### src/include/tinyrv_consts.svh
// ------------------------------------------------------------
// TinyRV core constants
// Word width, register file size and sequence number width
// ------------------------------------------------------------
`ifndef TINYRV_CONSTS_SVH
`define TINYRV_CONSTS_SVH

// Data word width
`define RV_XLEN 32

// Architectural registers, x0 hardwired to zero
`define RV_NUM_REGS 32

// Register address width, log2 of RV_NUM_REGS
`define RV_REG_BITS 5

// Sequence number carried with every instruction
`define RV_SEQ_BITS 8

`endif

### src/hdl/tinyrv_pkg.sv
// ------------------------------------------------------------
// TinyRV core types
// Micro-op encoding and the stage-to-stage message structs
// ------------------------------------------------------------
`include "tinyrv_consts.svh"

package tinyrv_pkg;

  // ----------------------------------------------------------
  // Micro-ops
  // ----------------------------------------------------------

  // ADDI decodes onto UOP_ADD with op2 taken from the immediate
  typedef enum logic [2:0] {
    UOP_ADD,
    UOP_SUB,
    UOP_AND,
    UOP_OR,
    UOP_XOR,
    UOP_SLT,
    UOP_MUL,
    UOP_ILLEGAL
  } rv_uop;

  // ----------------------------------------------------------
  // Decode to execute
  // ----------------------------------------------------------

  typedef struct packed {
    logic [`RV_SEQ_BITS-1:0] seq_num;
    rv_uop                   uop;
    logic [`RV_XLEN-1:0]     op1;
    // Register or immediate, already selected
    logic [`RV_XLEN-1:0]     op2;
    logic [`RV_REG_BITS-1:0] waddr;
    logic                    wen;
  } issue_msg;

  // ----------------------------------------------------------
  // Execute to result
  // ----------------------------------------------------------

  typedef struct packed {
    logic [`RV_SEQ_BITS-1:0] seq_num;
    logic [`RV_REG_BITS-1:0] waddr;
    logic [`RV_XLEN-1:0]     wdata;
    logic                    wen;
    // Set for any encoding outside the subset
    logic                    illegal;
  } result_msg;

endpackage

### src/hdl/stage_intf.sv
// ------------------------------------------------------------
// Stage interfaces
// Generic valid/ready message bus and the writeback port
// ------------------------------------------------------------
`timescale 1ns/100ps
`include "tinyrv_consts.svh"

// Transfer on a rising edge with val and rdy both high
// msg held stable from val high until the transfer
interface stage_intf #(
  parameter type t_msg = logic
) ();

  logic val;
  logic rdy;
  t_msg msg;

  modport src (
    output val,
    output msg,
    input  rdy
  );

  modport dst (
    input  val,
    input  msg,
    output rdy
  );

endinterface

// Writeback notification, always accepted
// One val pulse writes the register and clears its pending bit
interface wb_intf ();

  logic                    val;
  logic [`RV_REG_BITS-1:0] waddr;
  logic [`RV_XLEN-1:0]     wdata;
  logic [`RV_SEQ_BITS-1:0] seq_num;

  modport src (
    output val,
    output waddr,
    output wdata,
    output seq_num
  );

  modport sink (
    input val,
    input waddr,
    input wdata,
    input seq_num
  );

endinterface

### src/hdl/decode_issue.sv
// ------------------------------------------------------------
// Decode and issue stage
// Holds one instruction, decodes it, reads the register file
// and issues once no pending write blocks it
// ------------------------------------------------------------
`timescale 1ns/100ps
`include "tinyrv_consts.svh"

module decode_issue (
  input  logic        clk,
  input  logic        rst,
  input  logic        inst_val,
  output logic        inst_rdy,
  input  logic [31:0] inst,
  input  logic [`RV_SEQ_BITS-1:0] seq_num,
  stage_intf.src      issue,
  wb_intf.sink        wb
);

  localparam logic [6:0] OPC_OP     = 7'b0110011;
  localparam logic [6:0] OPC_OP_IMM = 7'b0010011;

  // ----------------------------------------------------------
  // Input register
  // ----------------------------------------------------------

  logic                    in_val;
  logic [31:0]             in_inst;
  logic [`RV_SEQ_BITS-1:0] in_seq;
  logic                    inst_fire;
  logic                    issue_fire;

  assign inst_fire  = inst_val & inst_rdy;
  assign issue_fire = issue.val & issue.rdy;
  // Free slot, or the held instruction leaves this cycle
  assign inst_rdy   = ~in_val | issue_fire;

  always_ff @(posedge clk) begin
    if (rst) begin
      in_val <= 1'b0;
    end else if (inst_fire) begin
      in_val <= 1'b1;
    end else if (issue_fire) begin
      in_val <= 1'b0;
    end
  end

  // Held instruction word and its sequence number
  always_ff @(posedge clk) begin
    if (inst_fire) begin
      in_inst <= inst;
      in_seq  <= seq_num;
    end
  end

  // ----------------------------------------------------------
  // Decoder
  // ----------------------------------------------------------

  logic [6:0]              opcode;
  logic [2:0]              funct3;
  logic [6:0]              funct7;
  logic [`RV_REG_BITS-1:0] rs1;
  logic [`RV_REG_BITS-1:0] rs2;
  logic [`RV_REG_BITS-1:0] rd;
  tinyrv_pkg::rv_uop       uop;
  logic                    use_rs2;
  logic                    legal;
  logic                    wen;
  logic [`RV_XLEN-1:0]     imm;

  assign opcode = in_inst[6:0];
  assign rd     = in_inst[11:7];
  assign funct3 = in_inst[14:12];
  assign rs1    = in_inst[19:15];
  assign rs2    = in_inst[24:20];
  assign funct7 = in_inst[31:25];

  always_comb begin
    uop     = tinyrv_pkg::UOP_ILLEGAL;
    use_rs2 = 1'b0;
    case (opcode)
      OPC_OP: begin
        use_rs2 = 1'b1;
        case ({funct7, funct3})
          10'b0000000_000: uop = tinyrv_pkg::UOP_ADD;
          10'b0100000_000: uop = tinyrv_pkg::UOP_SUB;
          10'b0000000_111: uop = tinyrv_pkg::UOP_AND;
          10'b0000000_110: uop = tinyrv_pkg::UOP_OR;
          10'b0000000_100: uop = tinyrv_pkg::UOP_XOR;
          10'b0000000_010: uop = tinyrv_pkg::UOP_SLT;
          10'b0000001_000: uop = tinyrv_pkg::UOP_MUL;
          default:         uop = tinyrv_pkg::UOP_ILLEGAL;
        endcase
      end
      // Only ADDI in the immediate group
      OPC_OP_IMM: begin
        if (funct3 == 3'b000) begin
          uop = tinyrv_pkg::UOP_ADD;
        end
      end
      default: uop = tinyrv_pkg::UOP_ILLEGAL;
    endcase
  end

  assign legal = (uop != tinyrv_pkg::UOP_ILLEGAL);
  // x0 as destination never writes
  assign wen   = legal & (rd != '0);
  // I-type immediate, sign-extended
  assign imm   = {{(`RV_XLEN-12){in_inst[31]}}, in_inst[31:20]};

  // ----------------------------------------------------------
  // Register file and scoreboard
  // ----------------------------------------------------------

  logic [`RV_XLEN-1:0]     regs     [`RV_NUM_REGS];
  logic [`RV_NUM_REGS-1:0] pending;
  logic [`RV_SEQ_BITS-1:0] pend_seq [`RV_NUM_REGS];

  always_ff @(posedge clk) begin
    if (rst) begin
      for (int i = 0; i < `RV_NUM_REGS; i++) begin
        regs[i] <= '0;
      end
    end else if (wb.val && (wb.waddr != '0)) begin
      regs[wb.waddr] <= wb.wdata;
    end
  end

  // Set on issue wins over clear, though WAW stall keeps them apart
  always_ff @(posedge clk) begin
    if (rst) begin
      pending <= '0;
    end else begin
      if (wb.val) begin
        pending[wb.waddr] <= 1'b0;
      end
      if (issue_fire && wen) begin
        pending[rd] <= 1'b1;
      end
    end
  end

  // Sequence number of the in-flight writer per register
  always_ff @(posedge clk) begin
    if (issue_fire && wen) begin
      pend_seq[rd] <= in_seq;
    end
  end

  // ----------------------------------------------------------
  // Hazards and issue
  // ----------------------------------------------------------

  logic stall;

  // RAW on used sources, WAW on rd
  assign stall = legal & (pending[rs1] | (use_rs2 & pending[rs2]) | (wen & pending[rd]));

  assign issue.val = in_val & ~stall;

  always_comb begin
    issue.msg.seq_num = in_seq;
    issue.msg.uop     = uop;
    issue.msg.op1     = regs[rs1];
    issue.msg.op2     = use_rs2 ? regs[rs2] : imm;
    issue.msg.waddr   = rd;
    issue.msg.wen     = wen;
  end

  // ----------------------------------------------------------
  // Assertions
  // ----------------------------------------------------------

  // x0 never tracked as an outstanding write
  x0_never_pending: assert property (@(posedge clk) disable iff (rst)
    !pending[0]);

  // Writeback only for a pending register, from its latest writer
  wb_matches_pending: assert property (@(posedge clk) disable iff (rst)
    wb.val |-> (pending[wb.waddr] && (pend_seq[wb.waddr] == wb.seq_num)));

endmodule

### src/hdl/execute_alu.sv
// ------------------------------------------------------------
// Execute stage
// Single-cycle ALU feeding a result register with back-pressure
// ------------------------------------------------------------
`timescale 1ns/100ps

module execute_alu (
  input  logic   clk,
  input  logic   rst,
  stage_intf.dst in_bus,
  stage_intf.src out_bus
);

  tinyrv_pkg::issue_msg  in_msg;
  tinyrv_pkg::result_msg alu_res;
  tinyrv_pkg::result_msg out_q;
  logic                  out_val;
  logic                  in_fire;
  logic                  out_fire;

  assign in_msg = in_bus.msg;

  // ----------------------------------------------------------
  // ALU
  // ----------------------------------------------------------

  always_comb begin
    alu_res.seq_num = in_msg.seq_num;
    alu_res.waddr   = in_msg.waddr;
    alu_res.wen     = in_msg.wen;
    alu_res.illegal = 1'b0;
    case (in_msg.uop)
      tinyrv_pkg::UOP_ADD: alu_res.wdata = in_msg.op1 + in_msg.op2;
      tinyrv_pkg::UOP_SUB: alu_res.wdata = in_msg.op1 - in_msg.op2;
      tinyrv_pkg::UOP_AND: alu_res.wdata = in_msg.op1 & in_msg.op2;
      tinyrv_pkg::UOP_OR:  alu_res.wdata = in_msg.op1 | in_msg.op2;
      tinyrv_pkg::UOP_XOR: alu_res.wdata = in_msg.op1 ^ in_msg.op2;
      // Signed compare, zero-extended flag
      tinyrv_pkg::UOP_SLT:
        alu_res.wdata = {{($bits(alu_res.wdata)-1){1'b0}},
                         ($signed(in_msg.op1) < $signed(in_msg.op2))};
      // Low word of the product
      tinyrv_pkg::UOP_MUL: alu_res.wdata = in_msg.op1 * in_msg.op2;
      default: begin
        alu_res.wdata   = '0;
        alu_res.illegal = 1'b1;
      end
    endcase
  end

  // ----------------------------------------------------------
  // Output register
  // ----------------------------------------------------------

  assign out_fire   = out_val & out_bus.rdy;
  // Empty, or draining this cycle
  assign in_bus.rdy = ~out_val | out_fire;
  assign in_fire    = in_bus.val & in_bus.rdy;

  always_ff @(posedge clk) begin
    if (rst) begin
      out_val <= 1'b0;
    end else if (in_fire) begin
      out_val <= 1'b1;
    end else if (out_fire) begin
      out_val <= 1'b0;
    end
  end

  always_ff @(posedge clk) begin
    if (in_fire) begin
      out_q <= alu_res;
    end
  end

  assign out_bus.val = out_val;
  assign out_bus.msg = out_q;

  // Stalled result holds until the result stage takes it
  out_stable: assert property (@(posedge clk) disable iff (rst)
    (out_bus.val && !out_bus.rdy) |=> (out_bus.val && $stable(out_bus.msg)));

endmodule

### src/hdl/result_writeback.sv
// ------------------------------------------------------------
// Result stage
// Completion register toward the core outputs, and writeback
// ------------------------------------------------------------
`timescale 1ns/100ps
`include "tinyrv_consts.svh"

module result_writeback (
  input  logic                    clk,
  input  logic                    rst,
  stage_intf.dst                  in_bus,
  output logic                    cmpl_val,
  input  logic                    cmpl_rdy,
  output logic [`RV_SEQ_BITS-1:0] cmpl_seq_num,
  output logic [`RV_REG_BITS-1:0] cmpl_waddr,
  output logic [`RV_XLEN-1:0]     cmpl_wdata,
  output logic                    cmpl_wen,
  output logic                    cmpl_illegal,
  wb_intf.src                     wb
);

  tinyrv_pkg::result_msg cmpl_q;
  logic                  cmpl_fire;
  logic                  in_fire;

  assign cmpl_fire  = cmpl_val & cmpl_rdy;
  assign in_bus.rdy = ~cmpl_val | cmpl_fire;
  assign in_fire    = in_bus.val & in_bus.rdy;

  always_ff @(posedge clk) begin
    if (rst) begin
      cmpl_val <= 1'b0;
    end else if (in_fire) begin
      cmpl_val <= 1'b1;
    end else if (cmpl_fire) begin
      cmpl_val <= 1'b0;
    end
  end

  always_ff @(posedge clk) begin
    if (in_fire) begin
      cmpl_q <= in_bus.msg;
    end
  end

  // Completion ports straight from the register
  assign cmpl_seq_num = cmpl_q.seq_num;
  assign cmpl_waddr   = cmpl_q.waddr;
  assign cmpl_wdata   = cmpl_q.wdata;
  assign cmpl_wen     = cmpl_q.wen;
  assign cmpl_illegal = cmpl_q.illegal;

  // Write back in the same edge the completion leaves
  assign wb.val     = cmpl_fire & cmpl_q.wen;
  assign wb.waddr   = cmpl_q.waddr;
  assign wb.wdata   = cmpl_q.wdata;
  assign wb.seq_num = cmpl_q.seq_num;

  // A written-back completion has left the register one cycle later
  wb_on_cmpl: assert property (@(posedge clk) disable iff (rst)
    wb.val |=> (!cmpl_val || (cmpl_seq_num != $past(wb.seq_num))));

endmodule

### src/hdl/tinyrv_core.sv
// ------------------------------------------------------------
// TinyRV core back end
// Decode-issue, execute and result stages behind plain ports
// ------------------------------------------------------------
`timescale 1ns/100ps
`include "tinyrv_consts.svh"

module tinyrv_core (
  input  logic                    clk,
  input  logic                    rst,
  // Instruction stream
  input  logic                    inst_val,
  output logic                    inst_rdy,
  input  logic [31:0]             inst,
  input  logic [`RV_SEQ_BITS-1:0] seq_num,
  // Completion stream
  output logic                    cmpl_val,
  input  logic                    cmpl_rdy,
  output logic [`RV_SEQ_BITS-1:0] cmpl_seq_num,
  output logic [`RV_REG_BITS-1:0] cmpl_waddr,
  output logic [`RV_XLEN-1:0]     cmpl_wdata,
  output logic                    cmpl_wen,
  output logic                    cmpl_illegal
);

  // ----------------------------------------------------------
  // Stage buses
  // ----------------------------------------------------------

  stage_intf #(.t_msg(tinyrv_pkg::issue_msg))  issue_bus ();
  stage_intf #(.t_msg(tinyrv_pkg::result_msg)) result_bus ();
  wb_intf                                      wb_bus ();

  // ----------------------------------------------------------
  // Stages
  // ----------------------------------------------------------

  decode_issue decode_issue_inst (
    .clk      (clk),
    .rst      (rst),
    .inst_val (inst_val),
    .inst_rdy (inst_rdy),
    .inst     (inst),
    .seq_num  (seq_num),
    .issue    (issue_bus.src),
    .wb       (wb_bus.sink)
  );

  execute_alu execute_alu_inst (
    .clk     (clk),
    .rst     (rst),
    .in_bus  (issue_bus.dst),
    .out_bus (result_bus.src)
  );

  result_writeback result_writeback_inst (
    .clk          (clk),
    .rst          (rst),
    .in_bus       (result_bus.dst),
    .cmpl_val     (cmpl_val),
    .cmpl_rdy     (cmpl_rdy),
    .cmpl_seq_num (cmpl_seq_num),
    .cmpl_waddr   (cmpl_waddr),
    .cmpl_wdata   (cmpl_wdata),
    .cmpl_wen     (cmpl_wen),
    .cmpl_illegal (cmpl_illegal),
    .wb           (wb_bus.src)
  );

endmodule

### config.mk
export PLATFORM = sky130hd
export DESIGN_NAME = tinyrv_core
export DESIGN_NICKNAME = d
export VERILOG_FILES = /design/src/hdl/tinyrv_pkg.sv /design/src/hdl/stage_intf.sv /design/src/hdl/decode_issue.sv /design/src/hdl/execute_alu.sv /design/src/hdl/result_writeback.sv /design/src/hdl/tinyrv_core.sv
export VERILOG_INCLUDE_DIRS = /design/src /design/src/include
export SDC_FILE = /design/constraint.sdc
export NUM_CORES = 2
export LEC_CHECK = 0
export ABC_CLOCK_PERIOD_IN_PS = 9050
export BUFFER_PORTS_ARGS = -buffer_cell sky130_fd_sc_hd__buf_4
export CAP_MARGIN = 5
export CORE_UTILIZATION = 50
export DETAILED_ROUTE_END_ITERATION = 6
export PLACE_DENSITY = 0.7
export SLEW_MARGIN = 20
export SYNTH_ARGS = -nofsm -noshare
export SYNTH_HDL_FRONTEND = slang
export SYNTH_SLANG_ARGS = --single-unit
### constraint.sdc
create_clock -name clk -period 9.05 [get_ports clk]
set_input_delay 0.4525 -clock clk [delete_from_list [all_inputs] [get_ports clk]]
set_output_delay 0.4525 -clock clk [all_outputs]
set_load 0.02 [all_outputs]
# Word level (Yosys, flattened, before mapping)
# Memories as Yosys holds them, arrays and structs flattened. A register that Yosys moved wholly into a read port is not among the register bits.
# Index checks and enable logic that the tools add are counted.
# op_classes
addsub	2
n_mul	1
n_lt_le_gt_ge	7
n_eq_ne	15
muxes	36
bitwise	25
n_reduce_logical	14
# ops
op	count
$pmux W32 S7	1
$mux W32	5
$and A32 B32 Y32	2
$or A32 B32 Y32	2
$add A32 B32 Y32	1
$lt A32 B32 Y1	1
$mul A32 B32 Y32	1
$not A32 Y32	1
$reduce_or A32 Y1	1
$sub A32 B32 Y32	1
$xor A32 B32 Y32	1
$eq A10 B3 Y1 const B	3
$lt A5 B6 Y1 const B	4
$pmux W3 S7	1
$mux W1	19
$bmux W1 S5	3
$mux W5	3
$and A1 B1 Y1	10
$demux W1 S5	2
$eq A10 B2 Y1 const B	1
$eq A10 B4 Y1 const B	1
$eq A10 B9 Y1 const B	1
$ge A5 B1 Y1 const B	2
$logic_not A10 Y1	1
other kinds (15)	32
# word_totals
reg_bits	169
ram_bits	1024
inputBits	44
output_inout_bits	49
wordCells	117
n_memories	1
# memory_table
name	words	width	rd	rd_clocked_by_memory_dff	wr	line	rtl
decode_issue_inst.regs	32	32	2	2	32	decode_issue.sv:116	logic [`RV_XLEN-1:0] regs [`RV_NUM_REGS];

# Longest topological paths before layout
# depth
depth_word	14
depth_mapped	40

# Hierarchy
# Synthesis repeated with hierarchy kept, for this count alone.
# hier_totals
cells_unflattened	6168
area_unflattened_um2	80933.9
# modules_own_cells
mod	n_inst	cells_per_inst	area_each_um2	seq_area_each_um2
decode_issue	1	3559	58010.6	32811.5
execute_alu	1	2511	21111.5	1431.4
result_writeback	1	98	1811.7	1431.4

# Worst setup path before layout
# No wires, ideal clock.
# synth_timing
path_kind	flip-flop to flip-flop
startpoint	reg with a tool-made name
endpoint	reg execute_alu_inst.out_q (netlist bit execute_alu_inst.out_bus.msg[33]) (data pin)
setup_ns	0.261
t_arrival_ns	9.077
required_time_ns	8.789
path_slack_ns	-0.288
path_stages_with_launch	33
n_path_buf	5
cell_sequence	dfxtp_1 > buf_6 > buf_6 > buf_4 > buf_4 > mux4_2 > mux4_2 > mux2i_1 > clkbuf_1 > clkinv_1 > ha_1 > fa_1 > inv_1 > fa_1 > fa_1 > fa_1 > fa_1 > fa_1 > fa_1 > fa_1 > xnor2_1 > xnor2_1 > xnor2_1 > xnor2_1 > xnor2_1 > and3_1 > nor2_1 > xnor3_1 > xnor2_1 > xnor2_1 > xnor2_1 > xnor2_1 > a221o_1
# synth_lines
element	line	rtl
end signal: assignment	execute_alu.sv:72	out_q <= alu_res;
end: declaration	execute_alu.sv:16	tinyrv_pkg::result_msg out_q;

==> results.sh <==
export IMPL_outcome="finished with violations"
export IMPL_violations="negative setup slack"
export IMPL_synth_area_leader_cell="edfxtp_1"
export IMPL_pin_count=93
export IMPL_vias_per_cell=6.48
export IMPL_critPathArrivalTime_ns=9.72
export IMPL_clock_fmax_ghz=0.108
export IMPL_ant_nets=0
export IMPL_root_buffer="clkbuf_16"
export IMPL_synth_edf_count=1158
export IMPL_ys_ff_latch=1203
export IMPL_syn_cell_area_um2=80600
export IMPL_num_vias=57900
export IMPL_fp_row_count=146
export IMPL_wl_met1_um=98800
export IMPL_initial_core_util_pct=50.6
export IMPL_synth_top_area_share_pct=43.2
export IMPL_drv_cap=0
export IMPL_drt_wl_total_um=308000
export IMPL_dr_wl_met3_um=41100
export IMPL_place_inst=8564
export IMPL_wl_met2_um=140000
export IMPL_yosysMostFrequentCell="edfxtp_1"
export IMPL_crit_top_cell="xnor2_1"
export IMPL_dpl_cell_area_um2=88500
export IMPL_clk_pin_slew_ns=0.07
export IMPL_nets=7357
export IMPL_clockBufferDepth=3
export IMPL_async_reset_ff_share_pct=0
export IMPL_netlist_top_cells_count="1158 x edfxtp_1, 995 x and2_1, 653 x mux4_2, 522 x inv_1, 490 x nor2_1"
export IMPL_cts_made_buffers=120
export IMPL_slew_headroom_pct=22.1
export IMPL_die_area_um2=163000
export IMPL_avgSynthCellArea_um2=13.2
export IMPL_yosysSeqAreaShare_pct=44.3
export IMPL_io_buffers=92
export IMPL_hold_violations=0
export IMPL_wl_per_cell_um=34.5
export IMPL_final_cells=8936
export IMPL_layout_min_cycle_time_ns=9.23
export IMPL_place_ws_ns=-0.480
export IMPL_end_kind="register"
export IMPL_path_max_fanout=5
export IMPL_finalClockSkew_ns=0.0388
export IMPL_design_area_um2=95300
export IMPL_dp_hpwl_um=206000
export IMPL_drive_above_1_share_pct=28.7
export IMPL_rsz0062_at_grt="yes"
export IMPL_syn_inst=6109
export IMPL_critPathKind="reg2reg"
export IMPL_worst_path_largest_cell_delay_ns=0.54
export IMPL_cts_htree_levels=3
export IMPL_die_h_um=403
export IMPL_cp_start_kind="register"
export IMPL_tightest_slew_ns=1.17
export IMPL_final_core_util_pct=59.9
export IMPL_maxSlewViolCount=0
export IMPL_hold_class="in2reg"
export IMPL_top_layer="met5"
export IMPL_crit_slowest_cell="fa_1"
export IMPL_clkSinkCount=1203
export IMPL_finalSetupViolCount=7
export IMPL_area_delta_synth_final_pct=18.2
export IMPL_period_share_pct=102
export IMPL_antenna_found_initial=27
export IMPL_grt_max_degree=55
export IMPL_drtPass1Iterations=6
export IMPL_gp_congestion=1.03
export IMPL_synth_ff_type="edfxtp_1"
export IMPL_synth_warnings=0
export IMPL_grt_pass1_vias=59000
export IMPL_cp_data_required_time_ns=9.54
export IMPL_core_region_area_um2=159000
export IMPL_ys_types=82
export IMPL_grt_overflow=0
export IMPL_drcViolationCount=0
export IMPL_grt_pass1_wl_um=431000
export IMPL_grt_use_total_pct=38.0
export IMPL_drt_iter0_markers=8464
export IMPL_clk_latency_ns=0.78
export IMPL_n_fill_cell=12100
export IMPL_synthTopCellsByArea="edfxtp_1 43%, mux4_2 18%, fa_1 10%"
export IMPL_setup_slack_ns=-0.177
export IMPL_die_x_um=403
export IMPL_cts_tree="built"
[timing repair]
| item | in CTS | in global routing |
|---|---|---|
| resized for setup | 145 | 122 |
| hold endpoints to repair | 47 | 0 |
| cloned | 12 | 5 |
| buffers inserted | 51 | 35 |
| setup endpoints to repair | 12 | 15 |
| hold buffers | 41 | 0 |
| pin swaps | 43 | 64 |
[cells by family (layout without fill, tap and decap cells)]
| kind of cell | Yosys count | in the layout | share of synthesized area [%] |
|---|---|---|---|
| AND/OR/NAND/NOR | 1976 | 1976 | 12.9 |
| flip-flops | 1203 | 1203 | 44.3 |
| buffers and inverters | 1008 | 1648 | 5.13 |
| multiplexers | 725 | 725 | 19.2 |
| adder cells (fa/ha/maj) | 630 | 630 | 13.6 |
| AO/OA/AOI/OAI | 476 | 476 | 3.95 |
| XOR/XNOR | 90 | 90 | 0.995 |
| other | 1 | 42 | 0.00465 |
[cell usage in the layout, fill, tap and decap left out, types with 35 or more instances in the layout]
cell,count
edfxtp_1,1158
and2_1,995
buf_4,661
mux4_2,653
inv_1,505
nor2_1,447
fa_1,389
nand2_1,301
ha_1,196
clkbuf_16,127
buf_12,105
a21oi_1,103
o21ai_0,97
xnor2_1,62
dlygate4sd3_1,41
dfxtp_1,37
buf_6,36
mux2i_1,35
[flip-flops by register name (all words and copies together), names as in the netlist, named ones only]
register / cells
result_writeback_inst.cmpl_val: 1
decode_issue_inst.in_inst: 32
decode_issue_inst.in_val: 1
result_writeback_inst.cmpl_illegal: 1
decode_issue_inst.in_seq: 8
execute_alu_inst.out_bus.val: 1
execute_alu_inst.out_bus.msg: 47
decode_issue_inst.pending: 32
decode_issue_inst.regs: 1024
result_writeback_inst.cmpl_waddr: 5
result_writeback_inst.cmpl_wen: 1
result_writeback_inst.cmpl_seq_num: 8
result_writeback_inst.cmpl_wdata: 32
[area by class of cell]
type	instances	area [um2]	area share, %
antenna	10	25.0	0.0263
sequential	1203	35700	37.5
multi-input combinational	3929	42100	44.2
inverter	546	2090	2.20
clock inverter	63	654	0.687
clock buffer	155	3180	3.33
tap	2146	2690	2.82
timing repair buffer	884	8810	9.25
[metrics by stage]
stage	hold slack, ns	TNS (ns)
floorplan	0.400	-0.00973
global placement	0.400	-2.95
detailed placement	0.405	-3.58
CTS	0.0184	-0.116
global route	0.0553	-2.63
finish	0.0421	-0.476
[final timing paths]
path | end | slack (ns) | start | cells after the start
max | execute_alu_inst.out_bus.msg[33] | -0.18 | register | 35
min | result_writeback_inst.cmpl_val | 0.04 | cmpl_rdy | 4
max reg2reg | execute_alu_inst.out_bus.msg[33] | -0.18 | register | 35
min reg2reg | result_writeback_inst.cmpl_wdata[21] | 0.41 | execute_alu_inst.out_bus.msg[23] | 0
[worst max-delay path: cells and delay by family (launching register included)]
family                   cells  cell delay [ns]
AO/OA/AOI/OAI                2             0.51
XOR/XNOR                    10             1.70
adder cells (fa/ha/maj)      8             3.48
buffers and inverters        9             1.03
flip-flops                   1             0.39
multiplexers                 3             1.36
AND/OR/NAND/NOR              3             0.45
[metal layers]
| layer | global-route usage [%] | vias to the layer above |
|---|---|---|
| met1 | 45.1 | 29200 |
| li1 | - | 22900 |
| met4 | 28.8 | 32 |
| met2 | 58.9 | 4547 |
| met3 | 10.8 | 1247 |
| met5 | 0 | - |
Power is left out: the tool's default activity adds up to more than one toggle a clock period on the data nets, which glitch-free logic cannot reach.
